## src/hw/mac_pkg.sv

```systemverilog
////////////////////
// mac unit shared definitions
// operator and high-multiply state encodings, datapath widths
////////////////////

package mac_pkg;

  ////////////////////
  // widths
  ////////////////////

  // full word of the execute stage
  localparam int unsigned DATA_W  = 32;
  // half word, one short multiplier operand
  localparam int unsigned HALF_W  = 16;
  localparam int unsigned BYTE_W  = 8;
  // shift immediate of the short path
  localparam int unsigned SHAMT_W = 5;

  // re-alignment of partial products between high-multiply steps
  localparam logic [SHAMT_W-1:0] MULH_SHIFT = 5'd16;

  ////////////////////
  // encodings
  ////////////////////

  // multiplier operator, decoded in the ID stage
  typedef enum logic [2:0] {
    MUL_MAC32 = 3'b000,
    MUL_MSU32 = 3'b001,
    MUL_I     = 3'b010,
    MUL_IR    = 3'b011,
    MUL_DOT8  = 3'b100,
    MUL_DOT16 = 3'b101,
    MUL_H     = 3'b110
  } mac_op_e;

  // high multiply sequence, one partial product per state
  typedef enum logic [2:0] {
    IDLE_MULT,
    STEP0,
    STEP1,
    STEP2,
    FINISH
  } mulh_state_e;

endpackage

```

## src/hw/mac_dot_unit.sv

```systemverilog
////////////////////
// dot product datapath
// four byte and two half word products summed onto dot_op_c
////////////////////

module mac_dot_unit
  import mac_pkg::*;
(
  input  logic [1:0]         dot_signed_i,
  input  logic [DATA_W-1:0]  dot_op_a_i,
  input  logic [DATA_W-1:0]  dot_op_b_i,
  input  logic [DATA_W-1:0]  dot_op_c_i,
  output logic [DATA_W-1:0]  dot8_result_o,
  output logic [DATA_W-1:0]  dot16_result_o
);

  localparam int unsigned NB = DATA_W / BYTE_W;
  localparam int unsigned NH = DATA_W / HALF_W;

  logic [NB-1:0][BYTE_W:0]      byte_a;
  logic [NB-1:0][BYTE_W:0]      byte_b;
  logic [NB-1:0][2*BYTE_W+1:0]  byte_mul;
  logic [NH-1:0][HALF_W:0]      half_a;
  logic [NH-1:0][HALF_W:0]      half_b;
  logic [NH-1:0][2*HALF_W+1:0]  half_mul;

  // bit 1 signs A, bit 0 signs B
  for (genvar i = 0; i < NB; i++) begin : g_byte
    assign byte_a[i] = {dot_signed_i[1] & dot_op_a_i[BYTE_W*i+BYTE_W-1],
                        dot_op_a_i[BYTE_W*i +: BYTE_W]};
    assign byte_b[i] = {dot_signed_i[0] & dot_op_b_i[BYTE_W*i+BYTE_W-1],
                        dot_op_b_i[BYTE_W*i +: BYTE_W]};
    assign byte_mul[i] = $signed(byte_a[i]) * $signed(byte_b[i]);
  end

  for (genvar j = 0; j < NH; j++) begin : g_half
    assign half_a[j] = {dot_signed_i[1] & dot_op_a_i[HALF_W*j+HALF_W-1],
                        dot_op_a_i[HALF_W*j +: HALF_W]};
    assign half_b[j] = {dot_signed_i[0] & dot_op_b_i[HALF_W*j+HALF_W-1],
                        dot_op_b_i[HALF_W*j +: HALF_W]};
    assign half_mul[j] = $signed(half_a[j]) * $signed(half_b[j]);
  end

  // 18 bit signed products, extend before adding
  always_comb begin
    dot8_result_o = dot_op_c_i;
    for (int i = 0; i < NB; i++) begin
      dot8_result_o = dot8_result_o
                    + {{(DATA_W-2*BYTE_W-2){byte_mul[i][2*BYTE_W+1]}}, byte_mul[i]};
    end
  end

  // half word products wrap at 32 bits
  always_comb begin
    dot16_result_o = dot_op_c_i;
    for (int j = 0; j < NH; j++) begin
      dot16_result_o = dot16_result_o + half_mul[j][DATA_W-1:0];
    end
  end

endmodule

```

## config.mk

```make
export PLATFORM = sky130hd
export DESIGN_NAME = mac_dot_unit
export DESIGN_NICKNAME = d
export VERILOG_FILES = /design/src/hw/mac_pkg.sv /design/src/hw/mac_dot_unit.sv
export SDC_FILE = /design/constraint.sdc
export NUM_CORES = 2
export LEC_CHECK = 0
export ABC_AREA = 0
export BUFFER_PORTS_ARGS = -buffer_cell sky130_fd_sc_hd__buf_2
export CORE_MARGIN = 2
export CORE_UTILIZATION = 50
export DETAILED_ROUTE_END_ITERATION = 10
export PLACE_DENSITY = 0.7
export SETUP_SLACK_MARGIN = 0.1
export SYNTH_ARGS = -nofsm -noshare
export SYNTH_HDL_FRONTEND = slang
export SYNTH_SLANG_ARGS = --single-unit
```

## constraint.sdc

```tcl
create_clock -name vclk -period 15.02
set_input_delay 3.004 -clock vclk [all_inputs]
set_output_delay 3.004 -clock vclk [all_outputs]
set_load 0.01 [all_outputs]
```

==> flow_metrics.env <==
export IMPL_synth_top_area_cell="fa_1"
export IMPL_synth_common_cells="inv_1, fa_1, ha_1"
export IMPL_ys_types=54
export IMPL_synth_area_leaders="fa_1, ha_1, inv_1, and2_1, xnor2_1"
export IMPL_vias=24869
export IMPL_finalSetupTns_ns=0
export IMPL_port_buffers=162
export IMPL_startpoint_type="input pin"
export IMPL_overflow=0
export IMPL_grt_max_degree=26
export IMPL_synth_nets=5263
export IMPL_fmax_ghz=0.0685
export IMPL_dr_wl_met3_um=7560
export IMPL_crit_fanout=8
export IMPL_core_sq_um=71500
export IMPL_drive_gt1_share_pct=7.29
export IMPL_initial_core_util_pct=50.4
export IMPL_grt_pass1_vias=27358
export IMPL_slowest_delay_ns=0.52
export IMPL_design_seq_count=0
export IMPL_die_area_sq_um=74300
export IMPL_grt_usage_pct=26.7
export IMPL_route_met2_wl_um=44400
export IMPL_worst_pin_slew_ns=0.994
export IMPL_drt_drc_violations_left=0
export IMPL_path_buf_inv=9
export IMPL_clkbuf_count=0
export IMPL_critPathSlowestCell="fa_1"
export IMPL_relSlewSlack_pct=32.7
export IMPL_top_layer="met5"
export IMPL_die_w_um=273
export IMPL_drt_initial_drc_count=1504
export IMPL_gp_congestion=0.930
export IMPL_n_fill_cell=6486
export IMPL_cts_hold_buffers=0
export IMPL_maxCapViolCount=0
export IMPL_required_ns=12.02
export IMPL_cpMostUsedCell="fa_1"
export IMPL_critPathKind="in2out"
export IMPL_drtAntennaViolNets=0
export IMPL_synth_area_sq_um=36100
export IMPL_hold_class="in2out"
export IMPL_wl_met1_um=39100
export IMPL_finalWirelength_um=94000
export IMPL_hold_viol=0
export IMPL_rsz0062_at_grt="yes"
export IMPL_nets=5408
export IMPL_yosysSeqAreaShare_pct=0
export IMPL_yosysTopAreaCellShare_pct=54.2
export IMPL_place_hpwl_um=85900
export IMPL_regArea_sq_um=0
export IMPL_finalCritPeriodShare_pct=97.2
export IMPL_maxSlewViolCount=0
export IMPL_first_pass_iters=5
export IMPL_die_h_um=273
export IMPL_ys_warn_count=0
export IMPL_path_delay_family="adder cells"
export IMPL_antenna_found_initial=6
export IMPL_drt_vias_per_instance=5.07
export IMPL_wl_per_cell_um=19.2
export IMPL_syn2layout_area_growth_pct=6.30
export IMPL_end_kind="primary output"
export IMPL_layout_min_cycle_time_ns=14.60
export IMPL_status="finished, final reports clean"
export IMPL_synthCells=3807
export IMPL_crit_arrival_ns=11.60
export IMPL_finalSetupViolCount=0
export IMPL_multi_input_area_sq_um=31400
export IMPL_yosysMostFrequentCell="inv_1"
export IMPL_fp_row_count=98
export IMPL_syn_avg_cell_area_sq_um=9.47
export IMPL_ios=162
export IMPL_grt_pass1_wl_um=152000
path summary, 6_finish.rpt:
path | start | end | slack (ns) | cells past startpoint
hold / removal | dot_op_c_i[0] | dot16_result_o[0] | 6.52 | 4
setup / recovery | dot_signed_i[0] | dot8_result_o[31] | 0.42 | 35
cells by family after synthesis:
| group | synth area share (%) |
|---|---|
| AOI/OAI and AO/OA | 4.24 |
| xor gates and xnor gates | 4.31 |
| adders and majority gates | 67.5 |
| buffers and inverters | 13.1 |
| and+or+nand+nor | 10.9 |
what timing repair did:
action,CTS,global route
setup endpoints to repair,0,10
setup buffers,0,5
endpoints found under the hold margin,0,0
gates resized for setup,0,18
layer usage:
layer  vias to the layer above  global-route usage, %
met4                         6                   6.38
met5                         -                      0
met1                     12648                   36.6
met3                       113                   5.49
li1                      11269                      -
met2                       833                   43.8
layout make-up:
class,instances,share of cell area (%)
Timing Repair Buffer,229,3.46
Tap cell,950,3.10
Multi-Input combinational cell,2548,81.9
Inverter,1173,11.5
Antenna cell,2,0.0131
worst min-delay path, cell delays in order:
cell and delay [ns]:
buf_2 0.11, ha_1 0.15, ha_1 0.13, buf_2 0.12
layout by cell type (no fill, tap or decap), drive strengths merged, types with 4 or more instances in the layout:
master  count
and2      270
inv      1173
o21ai      39
buf       225
a31oi       5
o31ai       5
nor2       69
o31a        9
and3       24
a211oi      5
or2        37
fa        977
nand3      18
o211ai      4
a21boi      4
or3         6
a21o       28
o41ai       6
nand2     305
nand2b     16
clkbuf      4
nor3       14
xnor2     145
o21a       25
xor2       27
nor2b      17
ha        381
a21oi      78
o21bai      9
through the flow:
step                      instance area, sq um  hold slack [ns]  instances  setup slack [ns]  utilization (%)
after floorplan                          36100             6.28       3807             0.533                -
final                                    38300             6.52       4902             0.421             53.6
after detailed placement                 38200             6.50       4895             0.229             53.5
after global placement                   38200             6.51       4895             0.319             53.5
after global routing                     38300             6.57       4901           0.00165             53.6
after CTS                                38200             6.51       4895             0.207             53.5
Power is not shown: default switching activity piles up to over one toggle a cycle in this logic, so the estimate is an artifact.
