===== config.mk =====
export PLATFORM = sky130hd
export DESIGN_NAME = mac_int_unit_flat
export DESIGN_NICKNAME = d
export VERILOG_FILES = /design/src/hw/mac_pkg.sv /design/src/hw/mac_req_if.sv /design/src/hw/mac_int_unit.sv /design/src/flat_wrapper.sv
export SDC_FILE = /design/constraint.sdc
export NUM_CORES = 2
export LEC_CHECK = 0
export BUFFER_PORTS_ARGS = -buffer_cell sky130_fd_sc_hd__buf_2
export CORE_ASPECT_RATIO = 1.5
export CORE_MARGIN = 2
export CORE_UTILIZATION = 70
export DETAILED_ROUTE_END_ITERATION = 7
export MAX_ROUTING_LAYER = met4
export PLACE_DENSITY = 0.9
export RECOVER_POWER = 50
export SYNTH_ARGS = -nofsm -noshare
export SYNTH_HDL_FRONTEND = slang
export SYNTH_SLANG_ARGS = --single-unit

===== constraint.sdc =====
create_clock -name vclk -period 32.6
set_input_delay 6.52 -clock vclk [all_inputs]
set_output_delay 6.52 -clock vclk [all_outputs]
set_load 0.05 [all_outputs]

===== src/hw/mac_pkg.sv =====
////////////////////
// mac unit shared definitions
// operator and high-multiply state encodings, datapath widths
////////////////////

package mac_pkg;

  ////////////////////
  // widths
  ////////////////////

  // full word of the execute stage
  localparam int unsigned DATA_W  = 32;
  // half word, one short multiplier operand
  localparam int unsigned HALF_W  = 16;
  localparam int unsigned BYTE_W  = 8;
  // shift immediate of the short path
  localparam int unsigned SHAMT_W = 5;

  // re-alignment of partial products between high-multiply steps
  localparam logic [SHAMT_W-1:0] MULH_SHIFT = 5'd16;

  ////////////////////
  // encodings
  ////////////////////

  // multiplier operator, decoded in the ID stage
  typedef enum logic [2:0] {
    MUL_MAC32 = 3'b000,
    MUL_MSU32 = 3'b001,
    MUL_I     = 3'b010,
    MUL_IR    = 3'b011,
    MUL_DOT8  = 3'b100,
    MUL_DOT16 = 3'b101,
    MUL_H     = 3'b110
  } mac_op_e;

  // high multiply sequence, one partial product per state
  typedef enum logic [2:0] {
    IDLE_MULT,
    STEP0,
    STEP1,
    STEP2,
    FINISH
  } mulh_state_e;

endpackage


===== src/hw/mac_req_if.sv =====
////////////////////
// mac request bundle
// one multiplier operation as issued by the execute stage
////////////////////

interface mac_req_if;

  logic                         enable;
  mac_pkg::mac_op_e             operator;
  logic [mac_pkg::DATA_W-1:0]   op_a;
  logic [mac_pkg::DATA_W-1:0]   op_b;
  logic [mac_pkg::DATA_W-1:0]   op_c;
  logic [mac_pkg::SHAMT_W-1:0]  imm;

  // short path controls, one subword bit for both operands
  logic                         short_subword;
  // bit 0 signs A, bit 1 signs B
  logic [1:0]                   short_signed;

  // dot product operands
  logic [1:0]                   dot_signed;
  logic [mac_pkg::DATA_W-1:0]   dot_op_a;
  logic [mac_pkg::DATA_W-1:0]   dot_op_b;
  logic [mac_pkg::DATA_W-1:0]   dot_op_c;

  modport src (
    output enable, operator, op_a, op_b, op_c, imm,
    output short_subword, short_signed,
    output dot_signed, dot_op_a, dot_op_b, dot_op_c
  );

  modport int_sink (
    input operator, op_a, op_b, op_c, imm, short_subword, short_signed
  );

  modport ctrl_sink (input enable, operator, short_signed);

endinterface


===== src/hw/mac_int_unit.sv =====
////////////////////
// integer multiplier datapath
// 32 bit mac/msu and the 17x17 short path with round and shift
////////////////////

module mac_int_unit
  import mac_pkg::*;
(
  mac_req_if.int_sink         req,
  input  logic                mulh_active_i,
  input  logic [SHAMT_W-1:0]  step_imm_i,
  input  logic [1:0]          step_subword_i,
  input  logic [1:0]          step_signed_i,
  input  logic                step_shift_arith_i,
  input  logic                carry_i,
  output logic [1:0]          sum_hi_o,
  output logic [DATA_W-1:0]   int_result_o,
  output logic [DATA_W-1:0]   short_result_o
);

  ////////////////////
  // short path
  ////////////////////

  logic [SHAMT_W-1:0]    short_imm;
  logic [1:0]            short_subword;
  logic [1:0]            short_signed;
  logic                  short_shift_arith;
  logic [HALF_W:0]       short_op_a;
  logic [HALF_W:0]       short_op_b;
  logic [DATA_W:0]       short_op_c;
  logic [2*HALF_W+1:0]   short_mul;
  logic [DATA_W-1:0]     round_one;
  logic [DATA_W-1:0]     short_round;
  logic [DATA_W+1:0]     short_mac;
  logic                  mac_msb1;
  logic                  mac_msb0;
  logic [DATA_W+1:0]     short_shifted;

  // controls come from the sequencer while mulh runs
  assign short_imm         = mulh_active_i ? step_imm_i : req.imm;
  assign short_subword     = mulh_active_i ? step_subword_i : {2{req.short_subword}};
  assign short_signed      = mulh_active_i ? step_signed_i : req.short_signed;
  assign short_shift_arith = mulh_active_i ? step_shift_arith_i : req.short_signed[0];

  // half select, then one extra bit for signedness
  assign short_op_a[HALF_W-1:0] = short_subword[0] ? req.op_a[DATA_W-1:HALF_W]
                                                   : req.op_a[HALF_W-1:0];
  assign short_op_b[HALF_W-1:0] = short_subword[1] ? req.op_b[DATA_W-1:HALF_W]
                                                   : req.op_b[HALF_W-1:0];
  assign short_op_a[HALF_W] = short_signed[0] & short_op_a[HALF_W-1];
  assign short_op_b[HALF_W] = short_signed[1] & short_op_b[HALF_W-1];

  // mulh carries the sign of the previous partial above op_c
  assign short_op_c = mulh_active_i ? {carry_i, req.op_c} : {req.op_c[DATA_W-1], req.op_c};

  // half an lsb of the shifted result, zero for imm 0
  assign round_one   = {{(DATA_W-1){1'b0}}, 1'b1} << req.imm;
  assign short_round = (req.operator == MUL_IR) ? {1'b0, round_one[DATA_W-1:1]} : '0;

  assign short_mul = $signed(short_op_a) * $signed(short_op_b);
  assign short_mac = {short_op_c[DATA_W], short_op_c} + short_mul + {2'b00, short_round};

  // top two bits only matter for mulh, else plain 32 bit sign
  assign mac_msb1 = mulh_active_i ? short_mac[DATA_W+1] : short_mac[DATA_W-1];
  assign mac_msb0 = mulh_active_i ? short_mac[DATA_W] : short_mac[DATA_W-1];

  assign short_shifted = $signed({short_shift_arith & mac_msb1, short_shift_arith & mac_msb0,
                                  short_mac[DATA_W-1:0]}) >>> short_imm;

  assign short_result_o = short_shifted[DATA_W-1:0];
  assign sum_hi_o       = short_mac[DATA_W+1:DATA_W];

  ////////////////////
  // 32 bit mac / msu
  ////////////////////

  logic                is_msu;
  logic [DATA_W-1:0]   int_op_a;
  logic [DATA_W-1:0]   int_op_b;

  // c - a*b = c + (~a)*b + b
  assign is_msu   = (req.operator == MUL_MSU32);
  assign int_op_a = req.op_a ^ {DATA_W{is_msu}};
  assign int_op_b = req.op_b & {DATA_W{is_msu}};

  assign int_result_o = req.op_c + int_op_b + int_op_a * req.op_b;

endmodule


===== src/flat_wrapper.sv =====
// flat-port wrapper written by rule: the top's interface ports become plain ports
module mac_int_unit_flat import mac_pkg::*;
  (mulh_active_i, step_imm_i, step_subword_i, step_signed_i, step_shift_arith_i, carry_i, sum_hi_o, int_result_o, short_result_o, req_operator, req_op_a, req_op_b, req_op_c, req_imm, req_short_subword, req_short_signed);
  mac_req_if req_i ();
  input  logic mulh_active_i;
  input  logic [SHAMT_W-1:0] step_imm_i;
  input  logic [1:0] step_subword_i;
  input  logic [1:0] step_signed_i;
  input  logic step_shift_arith_i;
  input  logic carry_i;
  output logic [1:0] sum_hi_o;
  output logic [DATA_W-1:0] int_result_o;
  output logic [DATA_W-1:0] short_result_o;
  input wire logic [$bits(req_i.operator)-1:0] req_operator;
  input wire logic [$bits(req_i.op_a)-1:0] req_op_a;
  input wire logic [$bits(req_i.op_b)-1:0] req_op_b;
  input wire logic [$bits(req_i.op_c)-1:0] req_op_c;
  input wire logic [$bits(req_i.imm)-1:0] req_imm;
  input wire logic [$bits(req_i.short_subword)-1:0] req_short_subword;
  input wire logic [$bits(req_i.short_signed)-1:0] req_short_signed;
  assign req_i.operator = req_operator;
  assign req_i.op_a = req_op_a;
  assign req_i.op_b = req_op_b;
  assign req_i.op_c = req_op_c;
  assign req_i.imm = req_imm;
  assign req_i.short_subword = req_short_subword;
  assign req_i.short_signed = req_short_signed;
  mac_int_unit u_core (.req(req_i), .mulh_active_i(mulh_active_i), .step_imm_i(step_imm_i), .step_subword_i(step_subword_i), .step_signed_i(step_signed_i), .step_shift_arith_i(step_shift_arith_i), .carry_i(carry_i), .sum_hi_o(sum_hi_o), .int_result_o(int_result_o), .short_result_o(short_result_o));
endmodule

==> impl_metrics.toml <==
[status]
status = "complete, but fails checks"
violations = "design-rule violations, max-capacitance violations, max-slew violations"

[global_routing]
grt_pass1_vias = 32900
grt_remaining_overflow = 0
grt_start_max_net_pins = 45
grtUsageTotal = 0.467
grt_pass1_wl_mm = 172
antenna_found_initial = 18

[detailed_routing]
wl_per_cell_um = 23.2
dr.pass1.iters = 8
antenna_left = 0
drt-initial-drc-count = 2445
avgViaCountPerCell = 6.34
dr_total_vias = 29600
routed_wl_mm = 108
drc = 1

[synth]
ys_seq_area_frac = 0
synth.avg_cell_area_sq_um = 8.52
syn_nets = 5185
synth_top_area_cell = "fa_1"
syn_inst = 3990
ys_types = 88
yosysMostFrequentCell = "inv_1"
ys_top_cells_by_area = "fa_1 (49%), inv_1 (9.9%), ha_1 (8.8%), nand2_1 (7.6%), xnor2_1 (2.5%)"
synth.top_cell.area_share = 0.492
synthTopCellsByCount = "inv_1 (899), fa_1 (836), nand2_1 (691), ha_1 (240), nor2_1 (216)"
syn_area_sq_um = 34000
yosysWarnings = 0

[cts]
cts_resized = 0
hold_buffers = 0
postCtsSetupBuffers = 0

[timing]
max_freq_mhz = 38.8
period_share = 0.791
min_period_ps = 25780
slew_viol_final = 103
setup_violations = 0
hold_ws_ps = 13640
hold_viol = 0
worst_pin_slew_ps = 3290
grt_setup_unrepaired = "false"
setup_tns_ps = 0
relSlewSlack = -1.20
fin_ws_ps = 6820

[placed_design]
dp_slack_ps = 9480
post-dp-hpwl_mm = 88.4
dp.cells = 4641
place.gp.congestion = 1.07
io_buffers = 185

[final_layout]
nets = 5240
nClkBuffers = 0
fillers = 3333
regArea_sq_um = 0
syn_to_final_growth_pct = 4.48
nFlopsAndLatches = 0
multi_input_area_sq_um = 30000
stdcell_count = 4668
final_layout_size_suffix_gt1_frac = 0.0725

[floorplan]
die_y_um = 274
start_util = 0.711
coreArea_sq_um = 47800
rows = 98
dieArea_sq_um = 50400
pin_count = 185
die_x_um = 184

[worst_hold_path]
hold_class = "in -> out"
worstHoldStart = "req_op_c[0]"

[critical_path]
cp_num_buf_inv = 8
critical_path_class = "in -> out"
critPathLaunch = "mulh_active_i"
cp_common_cell = "fa_1"
crit_family = "buffers and inverters"
critPathSlowestCell = "clkbuf_1"
critPathRequiredTime_ps = 26080
worstPathMaxFanout = 32
end_kind = "output pin"
start_kind = "input pin"
slowest_delay_ps = 1440
crit_arrival_ps = 19260

[run]
maxCapViolations = 3
through the flow:
stage / instance area [sq um] / util
floorplan: 34000 / -
global placement: 35500 / 0.742
detailed placement: 35500 / 0.742
CTS: 35500 / 0.742
global route: 35500 / 0.743
finish: 35500 / 0.743
cell families after synthesis:
logic type	Yosys count	synth area share
AND/OR/NAND/NOR	1196	0.153
buffers and inverters	1088	0.121
adder cells (fa/ha/maj)	1076	0.580
AO/OA/AOI/OAI	391	0.0777
XOR/XNOR	149	0.0390
multiplexers	90	0.0288
worst paths after layout:
check / slack (ps) / to / cells after the start
setup / recovery: 6820 / short_result_o[6] / 30
hold / removal: 13640 / int_result_o[0] / 4
area by class of cell:
| type | count | share of cell area |
|---|---|---|
| well taps | 600 | 0.0211 |
| repair buffers | 242 | 0.0368 |
| inverters | 899 | 0.0950 |
| multi-input cells | 2902 | 0.845 |
| diodes | 25 | 0.00176 |
placed cells by master, fill, tap and decap left out, types with 51 or more instances in the layout:
| master | n |
|---|---|
| nand2_1 | 691 |
| buf_2 | 159 |
| inv_1 | 899 |
| nor2_1 | 216 |
| a21oi_1 | 91 |
| buf_4 | 51 |
| and2_1 | 116 |
| xnor2_1 | 97 |
| o21ai_0 | 74 |
| ha_1 | 240 |
| fa_1 | 836 |
routing by layer:
| layer | GRT usage | vias to the layer above | routed length, um |
|---|---|---|---|
| met2 | 0.743 | 2184 | 51800 |
| met1 | 0.448 | 14300 | 30900 |
| li1 | - | 12200 | - |
| met5 | - | - | 0 |
| met4 | 0.424 | 0 | 13200 |
| met3 | 0.154 | 1006 | 12600 |
Power is left out: the tool's default activity adds up to more than one toggle a clock period on the data nets, which glitch-free logic cannot reach.
