<file path="config.mk">
export PLATFORM = sky130hd
export DESIGN_NAME = mulh_ctrl_flat
export DESIGN_NICKNAME = d
export VERILOG_FILES = /design/src/hw/mac_pkg.sv /design/src/hw/mac_req_if.sv /design/src/hw/mulh_ctrl.sv /design/src/flat_wrapper.sv
export SDC_FILE = /design/constraint.sdc
export NUM_CORES = 1
export LEC_CHECK = 0
export CAP_MARGIN = 30
export CORE_AREA = 2 2 39 41
export DETAILED_ROUTE_END_ITERATION = 8
export DIE_AREA = 0 0 41 43
export DONT_BUFFER_PORTS = 1
export MAX_ROUTING_LAYER = met4
export PLACE_DENSITY = 0.39
export SYNTH_ARGS = -nofsm -noshare
export SYNTH_HDL_FRONTEND = slang
export SYNTH_SLANG_ARGS = --single-unit
</file>
<file path="constraint.sdc">
create_clock -name clk -period 1.1 [get_ports clk]
set_input_delay 0.055 -clock clk [delete_from_list [all_inputs] [get_ports clk]]
set_output_delay 0.055 -clock clk [all_outputs]
set_load 0.05 [all_outputs]
</file>
<file path="src/hw/mac_pkg.sv">
////////////////////
// mac unit shared definitions
// operator and high-multiply state encodings, datapath widths
////////////////////

package mac_pkg;

  ////////////////////
  // widths
  ////////////////////

  // full word of the execute stage
  localparam int unsigned DATA_W  = 32;
  // half word, one short multiplier operand
  localparam int unsigned HALF_W  = 16;
  localparam int unsigned BYTE_W  = 8;
  // shift immediate of the short path
  localparam int unsigned SHAMT_W = 5;

  // re-alignment of partial products between high-multiply steps
  localparam logic [SHAMT_W-1:0] MULH_SHIFT = 5'd16;

  ////////////////////
  // encodings
  ////////////////////

  // multiplier operator, decoded in the ID stage
  typedef enum logic [2:0] {
    MUL_MAC32 = 3'b000,
    MUL_MSU32 = 3'b001,
    MUL_I     = 3'b010,
    MUL_IR    = 3'b011,
    MUL_DOT8  = 3'b100,
    MUL_DOT16 = 3'b101,
    MUL_H     = 3'b110
  } mac_op_e;

  // high multiply sequence, one partial product per state
  typedef enum logic [2:0] {
    IDLE_MULT,
    STEP0,
    STEP1,
    STEP2,
    FINISH
  } mulh_state_e;

endpackage

</file>
<file path="src/hw/mac_req_if.sv">
////////////////////
// mac request bundle
// one multiplier operation as issued by the execute stage
////////////////////

interface mac_req_if;

  logic                         enable;
  mac_pkg::mac_op_e             operator;
  logic [mac_pkg::DATA_W-1:0]   op_a;
  logic [mac_pkg::DATA_W-1:0]   op_b;
  logic [mac_pkg::DATA_W-1:0]   op_c;
  logic [mac_pkg::SHAMT_W-1:0]  imm;

  // short path controls, one subword bit for both operands
  logic                         short_subword;
  // bit 0 signs A, bit 1 signs B
  logic [1:0]                   short_signed;

  // dot product operands
  logic [1:0]                   dot_signed;
  logic [mac_pkg::DATA_W-1:0]   dot_op_a;
  logic [mac_pkg::DATA_W-1:0]   dot_op_b;
  logic [mac_pkg::DATA_W-1:0]   dot_op_c;

  modport src (
    output enable, operator, op_a, op_b, op_c, imm,
    output short_subword, short_signed,
    output dot_signed, dot_op_a, dot_op_b, dot_op_c
  );

  modport int_sink (
    input operator, op_a, op_b, op_c, imm, short_subword, short_signed
  );

  modport ctrl_sink (input enable, operator, short_signed);

endinterface

</file>
<file path="src/hw/mulh_ctrl.sv">
////////////////////
// high multiply sequencer
// walks a 32x32 mulh through four 16x16 partial products
////////////////////

module mulh_ctrl
  import mac_pkg::*;
(
  input  logic                clk,
  input  logic                rst_n,
  mac_req_if.ctrl_sink        req,
  input  logic                ex_ready_i,
  input  logic [1:0]          sum_hi_i,
  output logic                mulh_active_o,
  output logic [SHAMT_W-1:0]  step_imm_o,
  output logic [1:0]          step_subword_o,
  output logic [1:0]          step_signed_o,
  output logic                step_shift_arith_o,
  output logic                carry_o,
  output logic                multicycle_o,
  output logic                ready_o
);

  mulh_state_e state_q, state_d;
  logic        carry_q;
  logic        carry_save;
  logic        carry_clear;

  always_comb begin
    state_d            = state_q;
    mulh_active_o      = 1'b1;
    step_imm_o         = '0;
    step_subword_o     = 2'b00;
    step_signed_o      = 2'b00;
    step_shift_arith_o = 1'b0;
    carry_save         = 1'b0;
    carry_clear        = 1'b0;
    multicycle_o       = 1'b0;
    ready_o            = 1'b0;
    case (state_q)
      IDLE_MULT: begin
        mulh_active_o = 1'b0;
        ready_o       = 1'b1;
        // drop ready in the issue cycle already
        if (req.enable && (req.operator == MUL_H)) begin
          ready_o = 1'b0;
          state_d = STEP0;
        end
      end
      STEP0: begin
        // AL*BL, always unsigned, keep only the upper half
        multicycle_o = 1'b1;
        step_imm_o   = MULH_SHIFT;
        state_d      = STEP1;
      end
      STEP1: begin
        // AL*BH, signed iff B is signed
        // 33 bit result, top bit goes to the carry and no shift
        multicycle_o       = 1'b1;
        step_signed_o      = {req.short_signed[1], 1'b0};
        step_subword_o     = 2'b10;
        step_shift_arith_o = 1'b1;
        carry_save         = 1'b1;
        state_d            = STEP2;
      end
      STEP2: begin
        // AH*BL, signed iff A is signed
        // bits 33:32 are shifted back down, so the carry is dropped
        multicycle_o       = 1'b1;
        step_signed_o      = {1'b0, req.short_signed[0]};
        step_subword_o     = 2'b01;
        step_imm_o         = MULH_SHIFT;
        step_shift_arith_o = 1'b1;
        carry_save         = 1'b1;
        carry_clear        = 1'b1;
        state_d            = FINISH;
      end
      FINISH: begin
        // AH*BH plus everything above, result on the output
        step_signed_o  = req.short_signed;
        step_subword_o = 2'b11;
        ready_o        = 1'b1;
        // hold while the pipeline stalls
        if (ex_ready_i) begin
          state_d = IDLE_MULT;
        end
      end
      default: begin
        state_d = IDLE_MULT;
      end
    endcase
  end

  always_ff @(posedge clk or negedge rst_n) begin
    if (!rst_n) begin
      state_q <= IDLE_MULT;
      carry_q <= 1'b0;
    end else begin
      state_q <= state_d;
      // bit 32 of the short sum, the sign of the 33 bit partial
      if (carry_save) begin
        carry_q <= ~carry_clear & sum_hi_i[0];
      end else if (ex_ready_i) begin
        carry_q <= 1'b0;
      end
    end
  end

  assign carry_o = carry_q;

endmodule

</file>
<file path="src/flat_wrapper.sv">
// flat-port wrapper written by rule: the top's interface ports become plain ports
module mulh_ctrl_flat import mac_pkg::*;
  (clk, rst_n, ex_ready_i, sum_hi_i, mulh_active_o, step_imm_o, step_subword_o, step_signed_o, step_shift_arith_o, carry_o, multicycle_o, ready_o, req_enable, req_operator, req_short_signed);
  mac_req_if req_i ();
  input  logic clk;
  input  logic rst_n;
  input  logic ex_ready_i;
  input  logic [1:0] sum_hi_i;
  output logic mulh_active_o;
  output logic [SHAMT_W-1:0] step_imm_o;
  output logic [1:0] step_subword_o;
  output logic [1:0] step_signed_o;
  output logic step_shift_arith_o;
  output logic carry_o;
  output logic multicycle_o;
  output logic ready_o;
  input wire logic [$bits(req_i.enable)-1:0] req_enable;
  input wire logic [$bits(req_i.operator)-1:0] req_operator;
  input wire logic [$bits(req_i.short_signed)-1:0] req_short_signed;
  assign req_i.enable = req_enable;
  assign req_i.operator = req_operator;
  assign req_i.short_signed = req_short_signed;
  mulh_ctrl u_core (.clk(clk), .rst_n(rst_n), .req(req_i), .ex_ready_i(ex_ready_i), .sum_hi_i(sum_hi_i), .mulh_active_o(mulh_active_o), .step_imm_o(step_imm_o), .step_subword_o(step_subword_o), .step_signed_o(step_signed_o), .step_shift_arith_o(step_shift_arith_o), .carry_o(carry_o), .multicycle_o(multicycle_o), .ready_o(ready_o));
endmodule
</file>
==> flow_summary.ini <==
[run_status]
outcome = complete, but fails checks
violations = negative setup slack

[yosys]
synth.most_common_cell = buf_4
ys_dominant_reg_cell = dfrtp_1
netlist_area_sq_um = 329
synth_edf_count = 0
yosysSeqAreaShare_pct = 30.4
yosys_warnings = 0
ys_seq_elements = 4
syn_avg_cell_area_sq_um = 9.40
synth_top_area_cell = dfrtp_1
synthTopCellsByArea = dfrtp_1 30%, buf_4 11%, nor3b_2 7.6%, buf_6 6.8%, xnor2_1 5.3%
async_flop_share_pct = 100
synth_top_area_share_pct = 30.4
ys_top_cells_by_count = 5 x buf_4, 4 x dfrtp_1, 4 x nor2_1
syn_inst = 35
synth_cell_type_count = 19

[detailed_routing]
wl_um = 779
drc = 0
ant_nets = 0
wl_per_cell_um = 11.8
drt-initial-drc-count = 4
vias_per_cell = 4.20
route.vias.total = 277
firstDrtPassIters = 2

[placement]
port_buffers = 0
dp.cells = 57
place.gp.congestion = 0.635
dp_hpwl_um = 506
place_area_sq_um = 439

[clock_tree]
clk_pin_slew_ns = 0.04
clock-sinks = 4
h-tree-depth = 1
cts_tree = built
cts_buffer_depth = 2
numCtsBuffers = 3
cts_root_buffer = clkbuf_4
clock_latency_ns = 0.24

[critical_path]
cp_max_fo = 7
critPathKind = reg -> out
end_kind = primary output
crit_chain = or3_1 > buf_6
critPathLaunchType = register
max_stage_delay_ns = 0.46
cp_data_arrival_time_ns = 1.26
crit_required_ns = 1.04
cp_slowest_cell = dfrtp_2

[floorplanning]
die_y_um = 43
rows = 14
initial_core_util_pct = 23.8
die_x_um = 41
die_area_sq_mm = 0.00176
ios = 25
coreArea_sq_mm = 0.00138

[grt]
antenna_found_initial = 0
grt_util_met1_pct = 10.7
busiest_layer = met2
grt_pass1_vias = 280
overflow = 0
grt.total_usage_pct = 9.79
grtUsageMet2_pct = 13.8
grt_pass1_wl_mm = 1.09
use_met3_pct = 3.14
grt_start_max_net_pins = 8

[cells_and_area]
fin_area_sq_um = 559
drive_gt1_share_pct = 62.0
num_antenna_cells = 0
final-instance-count-excl-fill = 66
fin_nets = 63
area_growth_pct = 70.0
nFillCells = 145

[sta]
fmax_ghz = 0.760
tns_ns = -1.35
hold_violations = 0
fin_skew_ns = 0.00199
worst_slack_ns = -0.216
min_period_ns = 1.32
setup_viol = 9
rsz0062_at_grt = true
fin_hold_ws_ns = 0.0522
fin_crit_sh_pct = 120
drv_slew = 0

[worst_hold_path]
min_path_type = in -> reg

[flow_run]
cap_viol_max_count = 0
-- layout make-up --
class                           count  area [sq um]  share of cell area (%)
Multi-Input combinational cell     25           224                    40.0
Timing Repair Buffer               16           181                    32.4
Tap cell                           16          20.0                    3.58
Inverter                            2          7.51                    1.34
Sequential cell                     4           104                    18.6
Clock buffer                        3          22.5                    4.03
-- worst paths after layout --
kind,from,end,slack (ns),depth (start not counted)
setup / recovery,u_core.state_q[0]$_DFFE_PN0P_,mulh_active_o,-0.22,2
hold / removal,ex_ready_i,u_core.state_q[2]$_DFFE_PN0P_,0.05,2
setup reg to reg,u_core.state_q[0]$_DFFE_PN0P_,u_core.state_q[2]$_DFFE_PN0P_,0.08,2
hold reg to reg,u_core.carry_o$_DFFE_PN0P_,u_core.carry_o$_DFFE_PN0P_,0.54,2
max in group asynchronous,rst_n,u_core.state_q[1]$_DFFE_PN0P_,0.81,1
min in group asynchronous,rst_n,u_core.state_q[0]$_DFFE_PN0P_,0.10,1
-- metrics by stage --
step,worst slack (ns),util [%]
2_1_floorplan,-0.141,-
3_3_place_gp,-0.0620,31.7
3_5_place_dp,-0.0659,31.7
4_1_cts,-0.213,39.1
5_1_grt,-0.253,40.4
6_report,-0.216,40.4
-- layer usage --
layer	vias to the layer above	part of all wire, %
met5	-	0
met4	0	0
met3	0	8.0
met2	14	54
met1	127	38
li1	136	-
-- critical path: cells and delay by family (launching register included) --
family,cells,cell delay [ns]
flip-flops,1,0.46
buffers and inverters,1,0.16
AND/OR/NAND/NOR,1,0.40
-- state kept, by name, summed over array words and instances, names as in the netlist --
register / flops
u_core.carry_o: 1
u_core.state_q: 3
-- layout by cell type, fill, tap and decap left out --
| cell type | count |
|---|---|
| nor2_4 | 1 |
| buf_2 | 1 |
| buf_6 | 5 |
| o21ai_1 | 1 |
| inv_1 | 2 |
| buf_4 | 4 |
| nor2b_4 | 1 |
| and3b_4 | 1 |
| a31o_2 | 1 |
| clkbuf_4 | 3 |
| nor3b_4 | 1 |
| nand4b_1 | 1 |
| nor3b_2 | 1 |
| a211oi_1 | 1 |
| dlygate4sd3_1 | 3 |
| dfrtp_2 | 3 |
| o21a_4 | 2 |
| nor2_2 | 1 |
| or3_1 | 1 |
| buf_12 | 3 |
| or2_4 | 1 |
| nand2b_1 | 1 |
| xnor2_2 | 1 |
| conb_1 | 4 |
| nor2_1 | 2 |
| dfrtp_1 | 1 |
| xnor2_1 | 1 |
| nor2b_2 | 1 |
| nand4bb_1 | 1 |
-- cells by family after synthesis --
logic type | Yosys count | synth area share (%)
AO/OA/AOI/OAI | 5 | 11.0
flip-flops | 4 | 30.4
XOR/XNOR | 2 | 5.32
buffers and inverters | 9 | 20.5
AND/OR/NAND/NOR | 14 | 31.6
other | 1 | 1.14
-- repair_timing --
item | CTS | global route
hold buffers | 3 | 0
hold endpoints to repair | 5 | 0
cloned | 0 | 0
endpoints found under the setup margin | 9 | 9
pin swaps | 2 | 2
gates resized for setup | 11 | 4
setup buffers | 2 | 2
Power is left out: the tool's default activity adds up to more than one toggle a clock period on the data nets, which glitch-free logic cannot reach.
