### src/hw/mac_pkg.sv
////////////////////
// mac unit shared definitions
// operator and high-multiply state encodings, datapath widths
////////////////////

package mac_pkg;

  ////////////////////
  // widths
  ////////////////////

  // full word of the execute stage
  localparam int unsigned DATA_W  = 32;
  // half word, one short multiplier operand
  localparam int unsigned HALF_W  = 16;
  localparam int unsigned BYTE_W  = 8;
  // shift immediate of the short path
  localparam int unsigned SHAMT_W = 5;

  // re-alignment of partial products between high-multiply steps
  localparam logic [SHAMT_W-1:0] MULH_SHIFT = 5'd16;

  ////////////////////
  // encodings
  ////////////////////

  // multiplier operator, decoded in the ID stage
  typedef enum logic [2:0] {
    MUL_MAC32 = 3'b000,
    MUL_MSU32 = 3'b001,
    MUL_I     = 3'b010,
    MUL_IR    = 3'b011,
    MUL_DOT8  = 3'b100,
    MUL_DOT16 = 3'b101,
    MUL_H     = 3'b110
  } mac_op_e;

  // high multiply sequence, one partial product per state
  typedef enum logic [2:0] {
    IDLE_MULT,
    STEP0,
    STEP1,
    STEP2,
    FINISH
  } mulh_state_e;

endpackage

### src/hw/mac_result_sel.sv
////////////////////
// mac result select
// one word out of the datapath results by operator
////////////////////

module mac_result_sel
  import mac_pkg::*;
(
  input  mac_op_e            operator_i,
  input  logic [DATA_W-1:0]  int_result_i,
  input  logic [DATA_W-1:0]  short_result_i,
  input  logic [DATA_W-1:0]  dot8_result_i,
  input  logic [DATA_W-1:0]  dot16_result_i,
  output logic [DATA_W-1:0]  result_o
);

  always_comb begin
    result_o = '0;
    case (operator_i)
      // full word mac and msu
      MUL_MAC32, MUL_MSU32: begin
        result_o = int_result_i;
      end
      // short path, mulh included
      MUL_I, MUL_IR, MUL_H: begin
        result_o = short_result_i;
      end
      MUL_DOT8: begin
        result_o = dot8_result_i;
      end
      MUL_DOT16: begin
        result_o = dot16_result_i;
      end
      // unused encoding reads as zero
      default: begin
        result_o = '0;
      end
    endcase
  end

endmodule

### config.mk
export PLATFORM = sky130hd
export DESIGN_NAME = mac_result_sel
export DESIGN_NICKNAME = d
export VERILOG_FILES = /design/src/hw/mac_pkg.sv /design/src/hw/mac_result_sel.sv
export SDC_FILE = /design/constraint.sdc
export NUM_CORES = 1
export LEC_CHECK = 0
export BUFFER_PORTS_ARGS = -buffer_cell sky130_fd_sc_hd__buf_2
export CAP_MARGIN = 5
export CORE_MARGIN = 2
export CORE_UTILIZATION = 32
export DETAILED_ROUTE_END_ITERATION = 10
export MAX_ROUTING_LAYER = met4
export PLACE_DENSITY_LB_ADDON = 0.15
export SLEW_MARGIN = 15
export SYNTH_ARGS = -nofsm -noshare
export SYNTH_HDL_FRONTEND = slang
export SYNTH_SLANG_ARGS = --single-unit
### constraint.sdc
create_clock -name vclk -period 1
set_input_delay 0.1 -clock vclk [all_inputs]
set_output_delay 0.1 -clock vclk [all_outputs]
set_load 0.005 [all_outputs]
==> results of run 1 <==
==> cells in the mapped netlist <==
cell type  count
a21oi_1        2
a311o_2        1
a31oi_1       31
buf_2          3
buf_6          9
clkbuf_1       9
clkbuf_4       1
inv_1          1
nand2_1       32
nand2b_1       1
nand3b_1       1
nor2b_2        1
o21bai_1      31
o22ai_1        1
o22ai_2       30
or2_1          1
==> layer usage <==
metal / track usage / up-vias
met5: - / -
met4: 0.0353 / 0
met3: 0.0321 / 2
met2: 0.464 / 82
met1: 0.241 / 844
li1: - / 925
==> worst max-delay path, stage by stage <==
cell and delay [ns]:
buf_6 0.10, or2_4 0.31, buf_12 0.18, o22ai_2 0.10, a31oi_1 0.06, buf_2 0.14
==> timing repair <==
| item | 4_1_cts | 5_1_grt |
|---|---|---|
| gates cloned | 2 | 1 |
| gates resized for setup | 16 | 6 |
| setup endpoints to repair | 32 | 32 |
| pin swaps | 2 | 2 |
==> how the worst min path moves through the flow <==
stage	start	to	slack, ns	depth (start not counted)
2_1_floorplan	dot16_result_i[0]	result_o[0]	0.32	2
3_3_place_gp	dot16_result_i[14]	result_o[14]	0.53	3
3_5_place_dp	dot16_result_i[14]	result_o[14]	0.52	3
4_1_cts	dot16_result_i[14]	result_o[14]	0.52	3
5_1_grt	dot16_result_i[14]	result_o[14]	0.52	3
6_report	dot16_result_i[14]	result_o[14]	0.52	3
==> area by class of cell <==
class              count  area [um2]  share of cell area
repair buffers       180        1080               0.500
multi-input cells    132        1010               0.471
well taps             46        57.6              0.0267
inverters              1        3.75             0.00174
==> metrics by stage <==
stage                     std cells   util  power (mW)  hold slack [ns]  TNS, ns
final                           359  0.635       0.979            0.516    -1.41
after global placement          356  0.593       0.899            0.525    -3.21
after CTS                       358  0.619       0.950            0.517   -0.830
after floorplan                 155      -       0.442            0.322        0
after global routing            359  0.635        1.06            0.524    -2.74
after detailed placement        356  0.593       0.903            0.517    -3.38
==> logic make-up after synthesis <==
logic type	Yosys count	share of synthesized area
AND/OR/NAND/NOR	36	0.131
AO/OA/AOI/OAI	96	0.728
buffers and inverters	23	0.142
==> cells in the final DEF, fill, tap and decap left out <==
| cell type | Yosys | layout |
|---|---|---|
| a21oi_1 | 2 | 2 |
| a311o_2 | 1 | 1 |
| a31oi_1 | 31 | 31 |
| buf_12 | 0 | 5 |
| buf_16 | 0 | 1 |
| buf_2 | 3 | 160 |
| buf_4 | 0 | 7 |
| buf_6 | 9 | 5 |
| buf_8 | 0 | 1 |
| clkbuf_16 | 0 | 1 |
| inv_2 | 0 | 1 |
| nand2_1 | 32 | 29 |
| nand2_2 | 0 | 3 |
| nand2b_4 | 0 | 1 |
| nand3b_1 | 1 | 1 |
| nor2b_4 | 0 | 1 |
| o21bai_1 | 31 | 31 |
| o22ai_2 | 30 | 30 |
| o22ai_4 | 0 | 1 |
| or2_4 | 0 | 1 |
==> power by group through the flow <==
| stage | clock network [mW] | logic, mW | registers [mW] |
|---|---|---|---|
| after floorplan | 0 | 0.442 | 0 |
| after global placement | 0 | 0.899 | 0 |
| after detailed placement | 0 | 0.903 | 0 |
| after CTS | 0 | 0.950 | 0 |
| after global routing | 0 | 1.06 | 0 |
| final | 0 | 0.979 | 0 |
==> run_results.csv, run 1 <==
group,metric,value,unit
power_and_ir_drop,swShare,0.427,
power_and_ir_drop,ir_drop,0.256,mV
drt,met1_length,2030,um
synth,synth_nets,286,
critical_path,endpoint,"result_o[9]",
timing,post-route-period-util,1.07,
power_and_ir_drop,p_int,0.561,mW
power_and_ir_drop,p_clk_frac,0,
power_and_ir_drop,combPwrFrac,1.000,
synth,synth.top_cell.area_share,0.329,
critical_path,endpoint_kind,"output port",
finish,seq_cells,0,
placed_design,pre_cts_ws,-0.127,ns
cts,holdBufCountCts,0,
outcome,violations,"setup timing",
global_routing,overflow,0,
synth,syn_avg_cell_area,7.35,um2
global_routing,grt_pass1_vias,1847,
synth,ys_seq_area_frac,0,
floorplan,core-area,3390,um2
finish,fin_area,2150,um2
drt,wl_met2,2790,um
timing,worst_pin_slew,0.176,ns
drt,avgRoutedWirePerCell,14.3,um
drt,via_count,1853,
placed_design,port_buffers,163,
cts,cts_setup_buffers,0,
finish,num-fill-cells,336,
outcome,outcome,"finished with violations",
synth,yosysWarnings,0,
global_routing,grt_start_max_net_pins,21,
global_routing,track_usage,0.232,
drt,drt-total-wl,5150,um
synth,ys_types,16,
finish,area_growth,88.9,%
critical_path,crit_required,0.90,ns
timing,relSlewSlack,0.883,
floorplan,die_area,4060,um2
placed_design,dp_hpwl,3820,um
drt,drc,0,
finish,seq_area,0,um2
synth,netlist_area,1140,um2
timing,fmax,931,MHz
critical_path,worst_ep_arrival_time,0.97,ns
drt,drt_iter0_markers,98,
global_routing,antenna_found_initial,0,
worst_hold_path,worstHoldPathType,"primary input to output port",
timing,rsz0062_at_grt,"yes",
placed_design,place_area,2010,um2
timing,worst_slack,-0.0736,ns
finish,antenna_cells,0,
power_and_ir_drop,power-per-cell-area,454,nW/um2
power_and_ir_drop,power_frac_seq,0,
drt,wl_met3,303,um
finish,layout-drive-gt1-share,0.700,
critical_path,cp-start-kind,"primary input",
floorplan,row_count,21,
synth,synth.largest_area_cell,"o22ai_2",
floorplan,start_util,0.336,
floorplan,io_pins,163,
power_and_ir_drop,switchingPower,0.418,mW
drt,via_per_inst,5.16,
critical_path,worstPathMaxFanout,14,
global_routing,grt_pass1_wl,7720,um
floorplan,die_h,63.7,um
timing,hold_viol,0,
synth,netlist_instances,155,
finish,clock_buffers,0,
critical_path,worstSetupPathType,"primary input to output port",
timing,slew_violations,0,
drt,first_pass_iters,4,
timing,setup_viol,32,
critical_path,startpoint,"operator_i[2]",
drt,ant_nets,0,
synth,synth_area_leaders,"o22ai_2 33%, o21bai_1 20%, a31oi_1 17%",
floorplan,die_w,63.7,um
job,cap_viol_max_count,0,
drt,top_layer,"met4",
power_and_ir_drop,leakagePower,1.09,nW
finish,num-nets-final,446,
placed_design,gp_routability_congestion,0.822,
timing,fin_crit,1.07,ns
Power figures use the tool's default switching activity.
==> run 2, diff against run 1 <==
Settings changed: ABC_AREA set to 1.
Clock period 1 ns to 0.9 ns, I/O delays scaled along.
==> run 2 against run 1 <==
  * The run still ends with setup timing left
  * Total power is 15% higher
  * Combinational power is 15% higher
  * Routed wire length is 12% higher
  * Synthesized cell count is 110% higher
  * Global-route usage is 1.5 points lower
  * Count of clock-buffer cells in the layout stayed put
  * Die area is 22% higher
  * Critical endpoint is now result_o[30]
  * Largest power group unchanged
  * Highest routed layer unchanged
==> run_results.csv, run 2 <==
group,metric,value,unit
global_routing,overflow,0,
critical_path,cp-start-kind,"primary input",
finish,num-fill-cells,437,
finish,final_common_cell,"buf_2",
drt,via_count,2534,
finish,clock_buffers,0,
synth,syn_avg_cell_area,4.41,um2
finish,seq_cells,0,
floorplan,die_h,70.3,um
critical_path,worst_ep_arrival_time,0.87,ns
power_and_ir_drop,leakagePower,1.67,nW
synth,netlist_instances,319,
synth,ys_seq_area_frac,0,
critical_path,endpoint_kind,"output port",
floorplan,start_util,0.328,
timing,fin_crit,0.964,ns
global_routing,grt_use_met3,0.0173,
drt,drc,0,
drt,first_pass_iters,4,
synth,synth.largest_area_cell,"nand2_1",
drt,via_per_inst,4.74,
synth,synth.top_cell.area_share,0.344,
synth,yosysWarnings,0,
floorplan,io_pins,163,
timing,worst_pin_slew,0.195,ns
critical_path,cp_common_cell,"nand2_1",
floorplan,die_w,70.3,um
timing,relSlewSlack,0.870,
critical_path,worstPathMaxFanout,5,
timing,final.setup.tns,-1.30,ns
synth,synth_area_leaders,"nand2_1 34%, nand3_1 23%, nand4_1 14%",
synth,synth_nets,450,
critical_path,crit_required,0.81,ns
finish,seq_area,0,um2
placed_design,port_buffers,163,
global_routing,use_met1,0.258,
synth,ys_types,10,
cts,holdBufCountCts,0,
synth,synth_common_cells,"129 x nand2_1, 64 x nand3_1, 49 x inv_1, 32 x nand4_1, 25 x buf_2",
drt,drt-total-wl,5740,um
finish,layout-drive-gt1-share,0.458,
finish,final_cell_mix,"160 x buf_2, 113 x nand2_1, 63 x nand3_1",
critical_path,crit_chain,"buf_12 -> nor2_4 -> buf_6 -> buf_6 -> nand2_1 -> nand2_1 -> inv_1 -> nand2_1 -> buf_2",
power_and_ir_drop,power-per-cell-area,447,nW/um2
timing,rsz0062_at_grt,"yes",
job,cap_viol_max_count,0,
critical_path,worstSetupPathType,"primary input to output port",
finish,final_cells,535,
critical_path,path_delay_family,"buffers and inverters",
outcome,outcome,"finished with violations",
global_routing,grt_start_max_net_pins,27,
placed_design,dp_hpwl,4440,um
placed_design,placed_cells,529,
worst_hold_path,worstHoldPathType,"primary input to output port",
global_routing,track_usage,0.217,
power_and_ir_drop,p_total,1.13,mW
drt,ant_nets,0,
global_routing,gr-usage-met2,0.399,
timing,hold_ws,0.515,ns
floorplan,die_area,4950,um2
floorplan,row_count,24,
global_routing,grt-busiest-layer,"met2",
synth,yosysMostFrequentCell,"nand2_1",
timing,slew_violations,0,
floorplan,core-area,4290,um2
timing,fmax,1040,MHz
power_and_ir_drop,ir_drop,0.181,mV
timing,post-route-period-util,1.07,
outcome,violations,"setup timing",
finish,area_growth,79.7,%
drt,avgRoutedWirePerCell,10.7,um
global_routing,antenna_found_initial,0,
finish,num-nets-final,616,
placed_design,gp_routability_congestion,0.892,
critical_path,slowest_delay,0.12,ns
timing,hold_viol,0,
drt,drt_iter0_markers,97,
finish,antenna_cells,0,
timing,worst_slack,-0.0638,ns
finish,fin_util,0.589,
global_routing,grt_pass1_vias,2248,
timing,setup_viol,32,
global_routing,grt_pass1_wl,9110,um
critical_path,path_buf_inv,5,
synth,netlist_area,1410,um2
critical_path,crit_path_top_delay_cell,"buf_6",
-- run 2: cell types whose count changed after synthesis, moves of 7 or more --
cell      before  now
nand2_1       32  129
nand3_1        0   64
inv_1          1   49
nand4_1        0   32
a31oi_1       31    0
o21bai_1      31    0
o22ai_2       30    0
buf_2          3   25
buf_6          9    0
clkbuf_1       9    0
inv_2          0    9
clkinv_1       0    7
-- run 2: through the flow --
stage,instance area (um2),setup WS (ns)
floorplan,1410,0.0221
finish,2530,-0.0638
global placement,2350,-0.131
detailed placement,2350,-0.128
CTS,2500,-0.0651
global route,2530,-0.166
-- run 2: what timing repair did --
action	in CTS	in global routing
setup endpoints to repair	32	32
buffers inserted	4	0
pin swaps	27	18
endpoints found under the hold margin	0	0
resized for setup	33	10
gates cloned	2	0
-- run 2: metal layers --
metal | share of wire | routed length (um) | up-vias
li1 | - | - | 1327
met1 | 0.40 | 2310 | 1080
met2 | 0.49 | 2830 | 117
met3 | 0.088 | 506 | 10
met4 | 0.016 | 93 | 0
met5 | 0 | 0 | -
-- run 2: layout make-up --
cell class	instances	area, um2	share of cell area
Timing Repair Buffer	191	1150	0.454
Inverter	65	244	0.0964
Tap cell	52	65.1	0.0257
Multi-Input combinational cell	227	1070	0.424
-- run 2: cells by family (layout without fill, tap and decap cells) --
kind of cell | Yosys count | count (layout) | synth area share
AND/OR/NAND/NOR | 227 | 227 | 0.730
buffers and inverters | 92 | 256 | 0.270
-- run 2: final timing paths --
check / from / endpoint / slack [ns] / cells after the start
worst min-delay path: int_result_i[12] / result_o[12] / 0.51 / 6
worst max-delay path: operator_i[2] / result_o[30] / -0.06 / 9
-- run 2: tightest hold or removal path: cells and delay by family --
family / cells / cell delay (ns)
AND/OR/NAND/NOR: 3 / 0.11
buffers and inverters: 3 / 0.21
-- run 2: where the power goes --
part           total (mW)  internal [mW]  switching (mW)  leakage (nW)
Sequential              0              0               0             0
Clock                   0              0               0             0
Combinational        1.13          0.587           0.543          1.67
==> run 3, diff against run 2 <==
Settings changed: ABC_AREA 1 to not set, CORE_UTILIZATION 32 to 29.
==> run 3 against run 2 <==
  * The run still ends with setup timing left
  * Critical path depth fell by 3
  * Via count fell by 27%
  * Combinational power decreased by 4%
  * Highest routed layer unchanged
==> run_results.csv, run 3 (synthesis results as in run 1) <==
group,metric,value,unit
finish,area_growth,89.2,%
power_and_ir_drop,power-per-cell-area,499,nW/um2
floorplan,row_count,22,
worst_hold_path,worstHoldPathType,"primary input to output port",
timing,fmax,977,MHz
floorplan,start_util,0.307,
floorplan,core-area,3720,um2
placed_design,dp_hpwl,3930,um
timing,setup_viol,32,
floorplan,die_area,4450,um2
finish,seq_area,0,um2
drt,first_pass_iters,4,
finish,final_common_cell,"buf_2",
cts,holdBufCountCts,0,
timing,fin_crit,1.02,ns
finish,layout-drive-gt1-share,0.707,
timing,post-route-period-util,1.14,
finish,antenna_cells,0,
drt,drc,0,
critical_path,path_delay_family,"compound AO/OA/AOI/OAI gates",
global_routing,track_usage,0.214,
power_and_ir_drop,leakagePower,1.09,nW
floorplan,io_pins,163,
drt,via_count,1858,
timing,rsz0062_at_grt,"yes",
outcome,outcome,"finished with violations",
timing,relSlewSlack,0.876,
power_and_ir_drop,ir_drop,0.195,mV
critical_path,crit_path_top_delay_cell,"a311o_2",
worst_hold_path,holdPathStages,4,
drt,drt_iter0_markers,59,
drt,ant_nets,0,
critical_path,endpoint_kind,"output port",
critical_path,path_depth,6,
outcome,violations,"setup timing",
global_routing,grt_pass1_wl,7490,um
timing,worst_pin_slew,0.186,ns
critical_path,worstSetupPathType,"primary input to output port",
finish,fin_area,2160,um2
global_routing,overflow,0,
timing,slew_violations,0,
critical_path,path_buf_inv,3,
critical_path,worstPathMaxFanout,6,
floorplan,die_w,66.7,um
placed_design,gp_routability_congestion,0.777,
drt,via_per_inst,5.09,
finish,final_cell_mix,"159 x buf_2, 31 x o21bai_1, 31 x o22ai_2, 31 x a31oi_1, 27 x nand2_1",
timing,hold_viol,0,
critical_path,slowest_delay,0.36,ns
critical_path,crit_chain,"buf_12 -> buf_4 -> nand3b_1 -> a21oi_1 -> a311o_2 -> buf_6",
finish,clock_buffers,0,
finish,seq_cells,0,
drt,avgRoutedWirePerCell,13.8,um
finish,num-nets-final,450,
critical_path,crit_required,0.81,ns
placed_design,pre_cts_ws,-0.250,ns
job,cap_viol_max_count,0,
critical_path,worst_ep_arrival_time,0.93,ns
global_routing,antenna_found_initial,0,
global_routing,grt_pass1_vias,1731,
timing,worst_slack,-0.124,ns
floorplan,die_h,66.7,um
drt,drt-total-wl,5020,um
global_routing,grt_start_max_net_pins,18,
placed_design,place_area,2000,um2
placed_design,port_buffers,163,
critical_path,cp-start-kind,"primary input",
run 3: changes by cell type in the layout (fill, tap and decap cells not counted), moves of 4 or more:
cell      before  now
nand2_2       16    5
nand4_1       32    0
inv_2         11    0
a31oi_1        0   31
o22ai_2        0   31
inv_1         48    0
nand3_1       63    0
nand2_1      113   27
buf_6         12    8
clkinv_1       6    0
o21bai_1       0   31
run 3: report_power, final:
| part | internal (mW) | switching, mW | total, mW |
|---|---|---|---|
| logic | 0.623 | 0.454 | 1.08 |
| clock network | 0 | 0 | 0 |
| registers | 0 | 0 | 0 |
| total | 0.623 | 0.454 | 1.08 |
run 3: cell type report:
cell class	count	area, um2
fillers	383	1560
repair buffers	184	1090
multi-input cells	132	1000
well taps	48	60.1
inverters	1	6.26
run 3: layer usage:
layer  track usage  part of all wire
met5             -                 0
met3        0.0253             0.090
met4        0.0102            0.0030
met1         0.246              0.39
met2         0.415              0.51
run 3: repair_timing:
action | 4_1_cts | 5_1_grt
pin swaps | 6 | 9
cloned | 2 | 0
gates resized for setup | 20 | 9
buffers inserted | 2 | 1
setup endpoints to repair | 32 | 32
run 3: worst paths after layout:
path	to	slack, ns	startpoint
setup / recovery	result_o[14]	-0.12	operator_i[1]
hold / removal	result_o[26]	0.50	dot16_result_i[26]
run 3: per-stage QoR:
stage | setup TNS, ns | utilization | power, mW | hold WS [ns] | cells
after global routing | -5.04 | 0.580 | 1.18 | 0.521 | 365
after CTS | -3.61 | 0.572 | 1.07 | 0.508 | 364
after detailed placement | -7.29 | 0.539 | 0.998 | 0.508 | 360
after floorplan | -0.269 | - | 0.491 | 0.302 | 155
final | -2.98 | 0.580 | 1.08 | 0.504 | 365
after global placement | -6.73 | 0.539 | 0.994 | 0.505 | 360
run 3: worst min-delay path, cell delays in order:
cell and delay (ns):
buf_2 0.09, nand2_1 0.04, a31oi_1 0.07, buf_2 0.12
